`config.mk`:
```
export PLATFORM = sky130hd
export DESIGN_NAME = write_guard
export DESIGN_NICKNAME = d
export VERILOG_FILES = /design/src/common/wg_axi_pkg.sv /design/src/common/wg_guard_pkg.sv /design/src/verilog/wg_prescaler.sv /design/src/write_guard/wg_fault_report.sv /design/src/write_guard/wg_slot_table.sv /design/src/write_guard/wg_w_order.sv /design/src/write_guard/write_guard.sv
export VERILOG_INCLUDE_DIRS = /design/src /design/src/common
export SDC_FILE = /design/constraint.sdc
export NUM_CORES = 2
export LEC_CHECK = 0
export BUFFER_PORTS_ARGS = -buffer_cell sky130_fd_sc_hd__buf_2
export CORE_ASPECT_RATIO = 0.9
export CORE_MARGIN = 10
export CORE_UTILIZATION = 55
export CTS_CLUSTER_SIZE = 28
export DETAILED_ROUTE_END_ITERATION = 16
export PLACE_DENSITY = 0.83
export SLEW_MARGIN = 20
export SYNTH_ARGS = -nofsm -noshare
export SYNTH_HDL_FRONTEND = slang
export SYNTH_HIERARCHICAL = 1
export SYNTH_SLANG_ARGS = --single-unit
```
`constraint.sdc`:
```
create_clock -name clk_i -period 36.3 [get_ports clk_i]
set_input_delay 1.815 -clock clk_i [delete_from_list [all_inputs] [get_ports clk_i]]
set_output_delay 1.815 -clock clk_i [all_outputs]
set_load 0.1 [all_outputs]
```
`src/common/wg_settings.svh`:
```
// Write guard build settings
// Slot table depth, bus field widths, counter width and tick rate
`ifndef WG_SETTINGS_SVH
`define WG_SETTINGS_SVH

// Outstanding write transactions tracked at once
`define WG_MAX_TXNS 4

// Bus field widths
`define WG_ID_W 4
`define WG_ADDR_W 32
`define WG_LEN_W 8

// Tick counters and budgets
`define WG_CNT_W 16
`define WG_PRESCALE_DIV 4

`endif

```
`src/common/wg_axi_pkg.sv`:
```
// Write guard bus-side types
// Fields taken from the AW and B channels of the guarded write port
`include "wg_settings.svh"

package wg_axi_pkg;

  // Transaction ID, shared by AW and B
  typedef logic [`WG_ID_W-1:0] id_t;

  // Write address
  typedef logic [`WG_ADDR_W-1:0] addr_t;

  // Burst length, beats minus one
  typedef logic [`WG_LEN_W-1:0] len_t;

endpackage

```
`src/common/wg_guard_pkg.sv`:
```
// Write guard internal types
// Slot bookkeeping, phase encoding and fault causes
`include "wg_settings.svh"

package wg_guard_pkg;

  // Index into the slot table
  typedef logic [$clog2(`WG_MAX_TXNS)-1:0] slot_idx_t;

  // Tick counter and budget
  typedef logic [`WG_CNT_W-1:0] cnt_t;

  // Lifecycle of one write, IDLE marks a free slot
  typedef enum logic [1:0] {
    IDLE = 2'd0,
    ADDR = 2'd1,
    DATA = 2'd2,
    RESP = 2'd3
  } phase_e;

  // Reported violation
  typedef enum logic [2:0] {
    NONE         = 3'd0,
    AW_HS        = 3'd1,
    AW_TO_W      = 3'd2,
    W_BURST      = 3'd3,
    B_LATE       = 3'd4,
    B_UNEXPECTED = 3'd5
  } fault_e;

  // One tracked write
  typedef struct packed {
    wg_axi_pkg::id_t   id;
    wg_axi_pkg::addr_t addr;
    wg_axi_pkg::len_t  len;
    phase_e            phase;
    logic              aw_done;
    // AW handshake wait, then the current phase
    cnt_t              hs_cnt;
    cnt_t              ph_cnt;
    cnt_t              w_start_budget;
    cnt_t              w_burst_budget;
  } slot_t;

endpackage

```
`src/verilog/wg_prescaler.sv`:
```
// Write guard prescaler
// One-cycle tick every WG_PRESCALE_DIV clocks, paces all phase counters
`timescale 1ns/1ps
`include "wg_settings.svh"

module wg_prescaler (
  input  logic clk_i,
  input  logic rst_ni,
  output logic tick_o
);

  logic [$clog2(`WG_PRESCALE_DIV)-1:0] div_cnt_q;

  // Last count of the period
  assign tick_o = (div_cnt_q == ($clog2(`WG_PRESCALE_DIV))'(`WG_PRESCALE_DIV - 1));

  always_ff @(posedge clk_i or negedge rst_ni) begin
    if (!rst_ni) begin
      div_cnt_q <= '0;
    end else if (tick_o) begin
      div_cnt_q <= '0;
    end else begin
      div_cnt_q <= div_cnt_q + 1'b1;
    end
  end

endmodule

```
`src/write_guard/wg_fault_report.sv`:
```
// Write guard fault report
// Latches the first fault into the interrupt outputs, raises a reset
// request for hard faults and flushes the slot table once per capture
`timescale 1ns/1ps

module wg_fault_report (
  input  logic                 clk_i,
  input  logic                 rst_ni,
  input  logic                 fault_valid_i,
  input  wg_guard_pkg::fault_e fault_cause_i,
  input  wg_axi_pkg::id_t      fault_id_i,
  input  wg_axi_pkg::addr_t    fault_addr_i,
  input  logic                 reset_clear_i,
  output logic                 irq_o,
  output logic                 reset_req_o,
  output wg_guard_pkg::fault_e irq_cause_o,
  output wg_axi_pkg::id_t      irq_id_o,
  output wg_axi_pkg::addr_t    irq_addr_o,
  output logic                 flush_o
);

  logic capture;
  logic flush_q;

  // Handshake and response faults need a bus reset
  function automatic logic is_hard(input wg_guard_pkg::fault_e cause);
    return (cause == wg_guard_pkg::AW_HS) || (cause == wg_guard_pkg::B_LATE) ||
           (cause == wg_guard_pkg::B_UNEXPECTED);
  endfunction

  // Only the first fault is kept until software clears it
  assign capture = fault_valid_i && !irq_o && !reset_clear_i;
  assign flush_o = flush_q;

  always_ff @(posedge clk_i or negedge rst_ni) begin
    if (!rst_ni) begin
      irq_o       <= 1'b0;
      reset_req_o <= 1'b0;
      irq_cause_o <= wg_guard_pkg::NONE;
      irq_id_o    <= '0;
      irq_addr_o  <= '0;
      flush_q     <= 1'b0;
    end else begin
      flush_q <= capture;
      if (reset_clear_i) begin
        irq_o       <= 1'b0;
        reset_req_o <= 1'b0;
        irq_cause_o <= wg_guard_pkg::NONE;
        irq_id_o    <= '0;
        irq_addr_o  <= '0;
      end else if (capture) begin
        irq_o       <= 1'b1;
        reset_req_o <= is_hard(fault_cause_i);
        irq_cause_o <= fault_cause_i;
        irq_id_o    <= fault_id_i;
        irq_addr_o  <= fault_addr_i;
      end
    end
  end

endmodule

```
`src/write_guard/wg_slot_table.sv`:
```
// Write guard slot table
// Tracks each outstanding write through its AW, W and B phases, times every
// phase in prescaled ticks and flags the first budget violation
`timescale 1ns/1ps
`include "wg_settings.svh"

module wg_slot_table (
  input  logic                    clk_i,
  input  logic                    rst_ni,
  input  logic                    tick_i,
  // Enqueue from the master
  input  logic                    wr_en_i,
  input  wg_axi_pkg::id_t         aw_id_i,
  input  wg_axi_pkg::addr_t       aw_addr_i,
  input  wg_axi_pkg::len_t        aw_len_i,
  // AW handshake, already qualified by aw_valid at the top level
  input  logic                    aw_ready_i,
  input  logic                    w_valid_i,
  input  logic                    w_ready_i,
  input  logic                    w_last_i,
  input  logic                    b_valid_i,
  input  logic                    b_ready_i,
  input  wg_axi_pkg::id_t         b_id_i,
  input  wg_guard_pkg::cnt_t      budget_aw_hs_i,
  input  wg_guard_pkg::cnt_t      unit_budget_w_i,
  input  wg_guard_pkg::cnt_t      budget_b_i,
  // Current W channel owner
  input  wg_guard_pkg::slot_idx_t head_idx_i,
  input  logic                    head_valid_i,
  input  logic                    flush_i,
  output logic                    wr_gnt_o,
  output logic                    push_o,
  output wg_guard_pkg::slot_idx_t push_idx_o,
  output logic                    pop_o,
  output logic                    fault_valid_o,
  output wg_guard_pkg::fault_e    fault_cause_o,
  output wg_axi_pkg::id_t         fault_id_o,
  output wg_axi_pkg::addr_t       fault_addr_o
);

  wg_guard_pkg::slot_t     slot_q [`WG_MAX_TXNS];
  wg_guard_pkg::slot_t     slot_d [`WG_MAX_TXNS];
  // Unserved AW handshakes owed to older slots
  wg_guard_pkg::slot_idx_t aw_ahead_q [`WG_MAX_TXNS];
  wg_guard_pkg::slot_idx_t aw_ahead_d [`WG_MAX_TXNS];

  logic [`WG_MAX_TXNS-1:0] is_head;
  logic                    any_free, retire_hit, retire, b_hs, w_last_hs, enq;
  wg_guard_pkg::slot_idx_t free_idx, retire_idx, alloc_idx, pend_cnt;
  wg_guard_pkg::cnt_t      beats_ahead, own_beats;

  assign b_hs      = b_valid_i && b_ready_i;
  assign w_last_hs = w_valid_i && w_ready_i && w_last_i;
  assign retire    = b_hs && retire_hit;

  // A retiring slot can be reused in the same cycle
  assign wr_gnt_o   = any_free || retire;
  assign alloc_idx  = any_free ? free_idx : retire_idx;
  assign enq        = wr_en_i && wr_gnt_o;
  assign push_o     = enq;
  assign push_idx_o = alloc_idx;
  assign pop_o      = head_valid_i && w_last_hs;
  assign own_beats  = wg_guard_pkg::cnt_t'(aw_len_i) + 1'b1;

  // Free slot and retire target, downward scan so the lowest index wins
  always_comb begin
    any_free   = 1'b0;
    free_idx   = '0;
    retire_hit = 1'b0;
    retire_idx = '0;
    for (int i = `WG_MAX_TXNS - 1; i >= 0; i--) begin
      is_head[i] = head_valid_i && (head_idx_i == wg_guard_pkg::slot_idx_t'(i));
      if (slot_q[i].phase == wg_guard_pkg::IDLE) begin
        any_free = 1'b1;
        free_idx = wg_guard_pkg::slot_idx_t'(i);
      end
      if (slot_q[i].phase == wg_guard_pkg::RESP && slot_q[i].id == b_id_i) begin
        retire_hit = 1'b1;
        retire_idx = wg_guard_pkg::slot_idx_t'(i);
      end
    end
  end

  // Load left in the table once this cycle's retire and flush are applied
  always_comb begin
    beats_ahead = '0;
    pend_cnt    = '0;
    for (int i = 0; i < `WG_MAX_TXNS; i++) begin
      if (slot_q[i].phase != wg_guard_pkg::IDLE && !flush_i &&
          !(retire && retire_idx == wg_guard_pkg::slot_idx_t'(i))) begin
        beats_ahead = beats_ahead + wg_guard_pkg::cnt_t'(slot_q[i].len) + 1'b1;
        if (!slot_q[i].aw_done) begin
          pend_cnt = pend_cnt + 1'b1;
        end
      end
    end
  end

  always_comb begin
    for (int i = 0; i < `WG_MAX_TXNS; i++) begin
      slot_d[i]     = slot_q[i];
      aw_ahead_d[i] = aw_ahead_q[i];
      if (slot_q[i].phase != wg_guard_pkg::IDLE) begin
        // AW handshakes complete in enqueue order
        if (!slot_q[i].aw_done) begin
          if (aw_ready_i) begin
            if (aw_ahead_q[i] == '0) begin
              slot_d[i].aw_done = 1'b1;
            end else begin
              aw_ahead_d[i] = aw_ahead_q[i] - 1'b1;
            end
          end else if (tick_i) begin
            slot_d[i].hs_cnt = slot_q[i].hs_cnt + 1'b1;
          end
        end
        case (slot_q[i].phase)
          wg_guard_pkg::ADDR: begin
            // First beat may also be the last one
            if (is_head[i] && w_valid_i) begin
              slot_d[i].ph_cnt = '0;
              slot_d[i].phase  = (w_ready_i && w_last_i) ? wg_guard_pkg::RESP
                                                         : wg_guard_pkg::DATA;
            end else if (tick_i) begin
              slot_d[i].ph_cnt = slot_q[i].ph_cnt + 1'b1;
            end
          end
          wg_guard_pkg::DATA: begin
            if (is_head[i] && w_last_hs) begin
              slot_d[i].ph_cnt = '0;
              slot_d[i].phase  = wg_guard_pkg::RESP;
            end else if (tick_i) begin
              slot_d[i].ph_cnt = slot_q[i].ph_cnt + 1'b1;
            end
          end
          wg_guard_pkg::RESP: begin
            if (tick_i && !(b_valid_i && b_id_i == slot_q[i].id)) begin
              slot_d[i].ph_cnt = slot_q[i].ph_cnt + 1'b1;
            end
          end
          default: begin
          end
        endcase
      end
      if (flush_i) begin
        slot_d[i].phase = wg_guard_pkg::IDLE;
      end
    end
    if (retire) begin
      slot_d[retire_idx].phase = wg_guard_pkg::IDLE;
    end
    if (enq) begin
      // W-start budget covers every beat queued ahead plus our own
      slot_d[alloc_idx] = '{
        id:             aw_id_i,
        addr:           aw_addr_i,
        len:            aw_len_i,
        phase:          wg_guard_pkg::ADDR,
        aw_done:        aw_ready_i && (pend_cnt == '0),
        hs_cnt:         '0,
        ph_cnt:         '0,
        w_start_budget: unit_budget_w_i * (beats_ahead + own_beats),
        w_burst_budget: unit_budget_w_i * own_beats
      };
      aw_ahead_d[alloc_idx] = (aw_ready_i && pend_cnt != '0) ? pend_cnt - 1'b1 : pend_cnt;
    end
  end

  // Lowest slot first, then the earliest phase within it
  always_comb begin
    wg_guard_pkg::fault_e slot_cause;
    fault_valid_o = 1'b0;
    fault_cause_o = wg_guard_pkg::NONE;
    fault_id_o    = '0;
    fault_addr_o  = '0;
    for (int i = `WG_MAX_TXNS - 1; i >= 0; i--) begin
      slot_cause = wg_guard_pkg::NONE;
      if (slot_q[i].phase != wg_guard_pkg::IDLE && !slot_q[i].aw_done &&
          slot_q[i].hs_cnt > budget_aw_hs_i) begin
        slot_cause = wg_guard_pkg::AW_HS;
      end else if (slot_q[i].phase == wg_guard_pkg::ADDR &&
                   slot_q[i].ph_cnt > slot_q[i].w_start_budget) begin
        slot_cause = wg_guard_pkg::AW_TO_W;
      end else if (slot_q[i].phase == wg_guard_pkg::DATA &&
                   slot_q[i].ph_cnt > slot_q[i].w_burst_budget) begin
        slot_cause = wg_guard_pkg::W_BURST;
      end else if (slot_q[i].phase == wg_guard_pkg::RESP &&
                   slot_q[i].ph_cnt > budget_b_i) begin
        slot_cause = wg_guard_pkg::B_LATE;
      end
      if (slot_cause != wg_guard_pkg::NONE) begin
        fault_valid_o = 1'b1;
        fault_cause_o = slot_cause;
        fault_id_o    = slot_q[i].id;
        fault_addr_o  = slot_q[i].addr;
      end
    end
    // Stray response has no slot and no address
    if (!fault_valid_o && b_hs && !retire_hit) begin
      fault_valid_o = 1'b1;
      fault_cause_o = wg_guard_pkg::B_UNEXPECTED;
      fault_id_o    = b_id_i;
    end
  end

  always_ff @(posedge clk_i or negedge rst_ni) begin
    if (!rst_ni) begin
      for (int i = 0; i < `WG_MAX_TXNS; i++) begin
        slot_q[i]     <= '0;
        aw_ahead_q[i] <= '0;
      end
    end else begin
      slot_q     <= slot_d;
      aw_ahead_q <= aw_ahead_d;
    end
  end

endmodule

```
`src/write_guard/wg_w_order.sv`:
```
// Write guard W ownership queue
// Slot indices in enqueue order, the head owns the W channel
`timescale 1ns/1ps
`include "wg_settings.svh"

module wg_w_order (
  input  logic                    clk_i,
  input  logic                    rst_ni,
  input  logic                    push_i,
  input  wg_guard_pkg::slot_idx_t push_idx_i,
  input  logic                    pop_i,
  input  logic                    flush_i,
  output wg_guard_pkg::slot_idx_t head_idx_o,
  output logic                    not_empty_o
);

  wg_guard_pkg::slot_idx_t        mem [`WG_MAX_TXNS];
  wg_guard_pkg::slot_idx_t        rd_ptr_q, wr_ptr_q, rd_ptr_nxt, wr_ptr_nxt;
  logic [$clog2(`WG_MAX_TXNS):0]  count_q;
  logic                           do_pop;

  assign not_empty_o = (count_q != '0);
  assign head_idx_o  = mem[rd_ptr_q];
  assign do_pop      = pop_i && not_empty_o;

  // Circular pointers
  assign rd_ptr_nxt = (rd_ptr_q == wg_guard_pkg::slot_idx_t'(`WG_MAX_TXNS - 1)) ? '0
                                                                                : rd_ptr_q + 1'b1;
  assign wr_ptr_nxt = (wr_ptr_q == wg_guard_pkg::slot_idx_t'(`WG_MAX_TXNS - 1)) ? '0
                                                                                : wr_ptr_q + 1'b1;

  // On flush a concurrent push lands in entry zero
  always_ff @(posedge clk_i) begin
    if (push_i) begin
      mem[flush_i ? '0 : wr_ptr_q] <= push_idx_i;
    end
  end

  always_ff @(posedge clk_i or negedge rst_ni) begin
    if (!rst_ni) begin
      rd_ptr_q <= '0;
      wr_ptr_q <= '0;
      count_q  <= '0;
    end else if (flush_i) begin
      rd_ptr_q <= '0;
      wr_ptr_q <= push_i ? wg_guard_pkg::slot_idx_t'(1) : '0;
      count_q  <= push_i ? 1'b1 : '0;
    end else begin
      if (push_i) begin
        wr_ptr_q <= wr_ptr_nxt;
      end
      if (do_pop) begin
        rd_ptr_q <= rd_ptr_nxt;
      end
      if (push_i && !do_pop) begin
        count_q <= count_q + 1'b1;
      end else if (!push_i && do_pop) begin
        count_q <= count_q - 1'b1;
      end
    end
  end

endmodule

```
`src/write_guard/write_guard.sv`:
```
// Write guard top level
// Watches a write channel per transaction and interrupts on phase timeouts
// or stray responses
`timescale 1ns/1ps

module write_guard (
  input  logic                 clk_i,
  input  logic                 rst_ni,
  // Transaction enqueue
  input  logic                 wr_en_i,
  input  wg_axi_pkg::id_t      aw_id_i,
  input  wg_axi_pkg::addr_t    aw_addr_i,
  input  wg_axi_pkg::len_t     aw_len_i,
  output logic                 wr_gnt_o,
  // Observed bus levels
  input  logic                 aw_valid_i,
  input  logic                 aw_ready_i,
  input  logic                 w_valid_i,
  input  logic                 w_ready_i,
  input  logic                 w_last_i,
  input  logic                 b_valid_i,
  input  logic                 b_ready_i,
  input  wg_axi_pkg::id_t      b_id_i,
  // Static budgets in ticks
  input  wg_guard_pkg::cnt_t   budget_aw_hs_i,
  input  wg_guard_pkg::cnt_t   unit_budget_w_i,
  input  wg_guard_pkg::cnt_t   budget_b_i,
  // Fault report
  input  logic                 reset_clear_i,
  output logic                 irq_o,
  output logic                 reset_req_o,
  output wg_guard_pkg::fault_e irq_cause_o,
  output wg_axi_pkg::id_t      irq_id_o,
  output wg_axi_pkg::addr_t    irq_addr_o
);

  logic                    tick, push, pop, head_valid, flush, fault_valid;
  wg_guard_pkg::slot_idx_t push_idx, head_idx;
  wg_guard_pkg::fault_e    fault_cause;
  wg_axi_pkg::id_t         fault_id;
  wg_axi_pkg::addr_t       fault_addr;

  wg_prescaler u_prescaler (
    .clk_i  (clk_i),
    .rst_ni (rst_ni),
    .tick_o (tick)
  );

  wg_slot_table u_slot_table (
    .clk_i           (clk_i),
    .rst_ni          (rst_ni),
    .tick_i          (tick),
    .wr_en_i         (wr_en_i),
    .aw_id_i         (aw_id_i),
    .aw_addr_i       (aw_addr_i),
    .aw_len_i        (aw_len_i),
    .aw_ready_i      (aw_valid_i && aw_ready_i),
    .w_valid_i       (w_valid_i),
    .w_ready_i       (w_ready_i),
    .w_last_i        (w_last_i),
    .b_valid_i       (b_valid_i),
    .b_ready_i       (b_ready_i),
    .b_id_i          (b_id_i),
    .budget_aw_hs_i  (budget_aw_hs_i),
    .unit_budget_w_i (unit_budget_w_i),
    .budget_b_i      (budget_b_i),
    .head_idx_i      (head_idx),
    .head_valid_i    (head_valid),
    .flush_i         (flush),
    .wr_gnt_o        (wr_gnt_o),
    .push_o          (push),
    .push_idx_o      (push_idx),
    .pop_o           (pop),
    .fault_valid_o   (fault_valid),
    .fault_cause_o   (fault_cause),
    .fault_id_o      (fault_id),
    .fault_addr_o    (fault_addr)
  );

  wg_w_order u_w_order (
    .clk_i       (clk_i),
    .rst_ni      (rst_ni),
    .push_i      (push),
    .push_idx_i  (push_idx),
    .pop_i       (pop),
    .flush_i     (flush),
    .head_idx_o  (head_idx),
    .not_empty_o (head_valid)
  );

  wg_fault_report u_fault_report (
    .clk_i         (clk_i),
    .rst_ni        (rst_ni),
    .fault_valid_i (fault_valid),
    .fault_cause_i (fault_cause),
    .fault_id_i    (fault_id),
    .fault_addr_i  (fault_addr),
    .reset_clear_i (reset_clear_i),
    .irq_o         (irq_o),
    .reset_req_o   (reset_req_o),
    .irq_cause_o   (irq_cause_o),
    .irq_id_o      (irq_id_o),
    .irq_addr_o    (irq_addr_o),
    .flush_o       (flush)
  );

endmodule
```
==> flow_summary.yaml <==
outcome:
  status: "finished, final reports clean"
yosys:
  ys_seq_elements: 511
  synthesis.area_mm2: 0.0385
  yosysUniqueCellTypes: 103
  synth_edf_count: 8
  syn_inst: 4468
  yosysMostFrequentCell: "nand2_1"
  yosys.area.top_type: "dfrtp_1"
  syn_avg_cell_area_um2: 8.63
  yosys-top-cells-area: "dfrtp_1 33%, ha_1 13%, nand2_1 9.4%, fa_1 7.8%, inv_1 4.0%"
  synth_commonest_cells: "961 x nand2_1, 503 x dfrtp_1, 408 x inv_1"
  ys_seq_area_frac: 0.333
  yosys_warnings: 6
  synth_top_area_share: 0.327
  synth_ff_type: "dfrtp_1"
  async_flop_share: 0.984
global_route:
  grt_usage: 0.263
  grt_pass1_wl_um: 175000
  grt_pass1_vias: 32422
  grt_max_degree: 162
  antenna_found_initial: 13
  overflow: 0
timing:
  maxSlewViolCount: 0
  fin_crit_ns: 14.15
  setup_violations: 0
  setup_tns_ns: 0
  min_period_over_period: 0.390
  max_freq_mhz: 70.7
  fin_skew_ns: 0.0249
  hold_viol_final: 0
  slew_headroom: 0.186
  rsz0062_at_grt: "false"
  tightest_slew_ns: 1.21
critical_path:
  worst_setup_path_end_kind: "flip-flop"
  crit_slowest_cell: "fa_1"
  critPathLaunchType: "input port"
  worst_r2r_path_depth: 56
  ff2ff_setup_slack_ns: 22.78
  cp_data_required_time_ns: 36.83
  reg2reg_from: "u_slot_table/slot_q[399]"
  max_stage_delay_ns: 0.56
  path_class: "input port to flip-flop"
  reg2reg_to: "u_slot_table/slot_q[364]"
  crit_fanout: 7
  cp.arrival_ns: 14.68
floorplanning:
  core_mm2: 0.0698
  core.rowCount: 92
  die_x_um: 299
  start_util: 0.552
  dieArea_mm2: 0.0811
  die_h_um: 271
  ios: 149
cts:
  post-cts-setup-buffers: 0
  clk_path_buf_depth: 3
  cts_sinks: 511
  root_buffer: "clkbuf_16"
  hold_buffers: 0
  cts.repair.resized: 0
  cts_made_buffers: 53
  path_clk_slew_ns: 0.06
  tritoncts: "yes"
  htreeDepth: 2
  insertion_delay_ns: 0.62
worst_hold_path:
  hp-start: "u_prescaler/div_cnt_q[0]"
  min_to: "u_prescaler/div_cnt_q[0]"
  hp-class: "flip-flop to flip-flop"
  worstHoldPathCells: 1
route:
  final_antenna_net_count: 0
  wl_met2_um: 49700
  drt-met1-wl_um: 44400
  first_pass_iters: 8
  wire_per_inst_um: 19.8
  vias_per_cell: 5.97
  wirelength_um: 109000
  vias: 32960
  maxUsedRoutingLayer: "met5"
  wl_met3_um: 10500
  drt_iter0_markers: 3372
  drc: 0
run:
  maxCapViolCount: 0
placed_design:
  dpl.hpwl_um: 77700
  dp.cells: 5412
  numPortBuffers: 148
  placed_area_mm2: 0.0399
  gp_congestion: 0.944
finish:
  drive_above_1_share: 0.0768
  syn_to_final_growth_pct: 8.68
  final_cells: 5523
  num-nets-final: 5178
  finalInstanceArea_mm2: 0.0419
placed cells by master (no fill, tap or decap), types with 34 or more instances in the layout:
master / n
nor2_1: 312
dfrtp_1: 503
ha_1: 392
a22o_1: 43
xor2_1: 67
buf_4: 34
xnor2_1: 103
o21a_1: 96
nand2_1: 960
fa_1: 151
and3_1: 62
nand4_1: 71
a21oi_1: 171
nor3_1: 35
clkbuf_16: 53
inv_1: 408
a21o_1: 79
o21ai_0: 259
and2_1: 91
o31ai_1: 45
buf_2: 147
nor2b_1: 43
nand3_1: 47
state kept, by name (all words and copies together) (netlist names):
signal / flops
u_fault_report/flush_o: 1
u_fault_report/reset_req_o: 1
u_w_order/mem: 8
u_fault_report/irq_cause_o: 3
u_w_order/count_q: 3
u_slot_table/slot_q: 444
u_prescaler/div_cnt_q: 2
u_slot_table/aw_ahead_q: 8
u_fault_report/irq_addr_o: 32
u_fault_report/irq_o: 1
u_w_order/wr_ptr_q: 2
u_fault_report/irq_id_o: 4
u_w_order/rd_ptr_q: 2
critical path, delay by kind of cell:
kind / cells / cell delay [ns]
AO/OA/AOI/OAI: 21 / 4.10
buffers and inverters: 7 / 0.50
AND/OR/NAND/NOR: 10 / 2.30
XOR/XNOR: 7 / 1.27
adder cells (fa/ha/maj): 12 / 4.67
per-stage QoR:
step | util | hold WS [ns] | setup WS, ns
2_1_floorplan | - | 0.403 | 23.09
3_3_place_gp | 0.572 | 0.416 | 22.16
3_5_place_dp | 0.573 | 0.430 | 21.76
4_1_cts | 0.600 | 0.447 | 22.38
5_1_grt | 0.600 | 0.463 | 21.37
6_report | 0.600 | 0.443 | 22.15
worst max-delay path by stage:
stage	slack, ns	start	end
2_1_floorplan	23.09	b_id_i[1]	u_slot_table/slot_q[142]
3_3_place_gp	22.16	b_id_i[2]	u_slot_table/slot_q[253]
3_5_place_dp	21.76	b_id_i[3]	u_slot_table/slot_q[253]
4_1_cts	22.38	b_id_i[3]	u_slot_table/slot_q[253]
5_1_grt	21.37	b_id_i[3]	u_slot_table/slot_q[142]
6_report	22.15	b_id_i[3]	u_slot_table/slot_q[364]
layout make-up:
| class | instances | area (um2) |
|---|---|---|
| Antenna cell | 12 | 30.0 |
| Clock buffer | 74 | 1540 |
| Clock inverter | 24 | 335 |
| Fill cell | 5825 | 27900 |
| Inverter | 412 | 1550 |
| Multi-Input combinational cell | 3364 | 23400 |
| Sequential cell | 511 | 12800 |
| Tap cell | 940 | 1180 |
| Timing Repair Buffer | 186 | 1080 |
logic make-up after synthesis:
family,share of synthesized area
buffers and inverters,0.0636
XOR/XNOR,0.0407
AO/OA/AOI/OAI,0.147
AND/OR/NAND/NOR,0.202
flip-flops,0.333
other,0.000195
multiplexers,0.00698
adder cells (fa/ha/maj),0.207
layer usage:
metal  up-vias  track usage
met2      1573        0.418
met4         6        0.114
met3       331       0.0536
met1     15961        0.346
met5         -            0
li1      15089            -
Power is left out: the tool's default activity adds up to more than one toggle a clock period on the data nets, which glitch-free logic cannot reach.
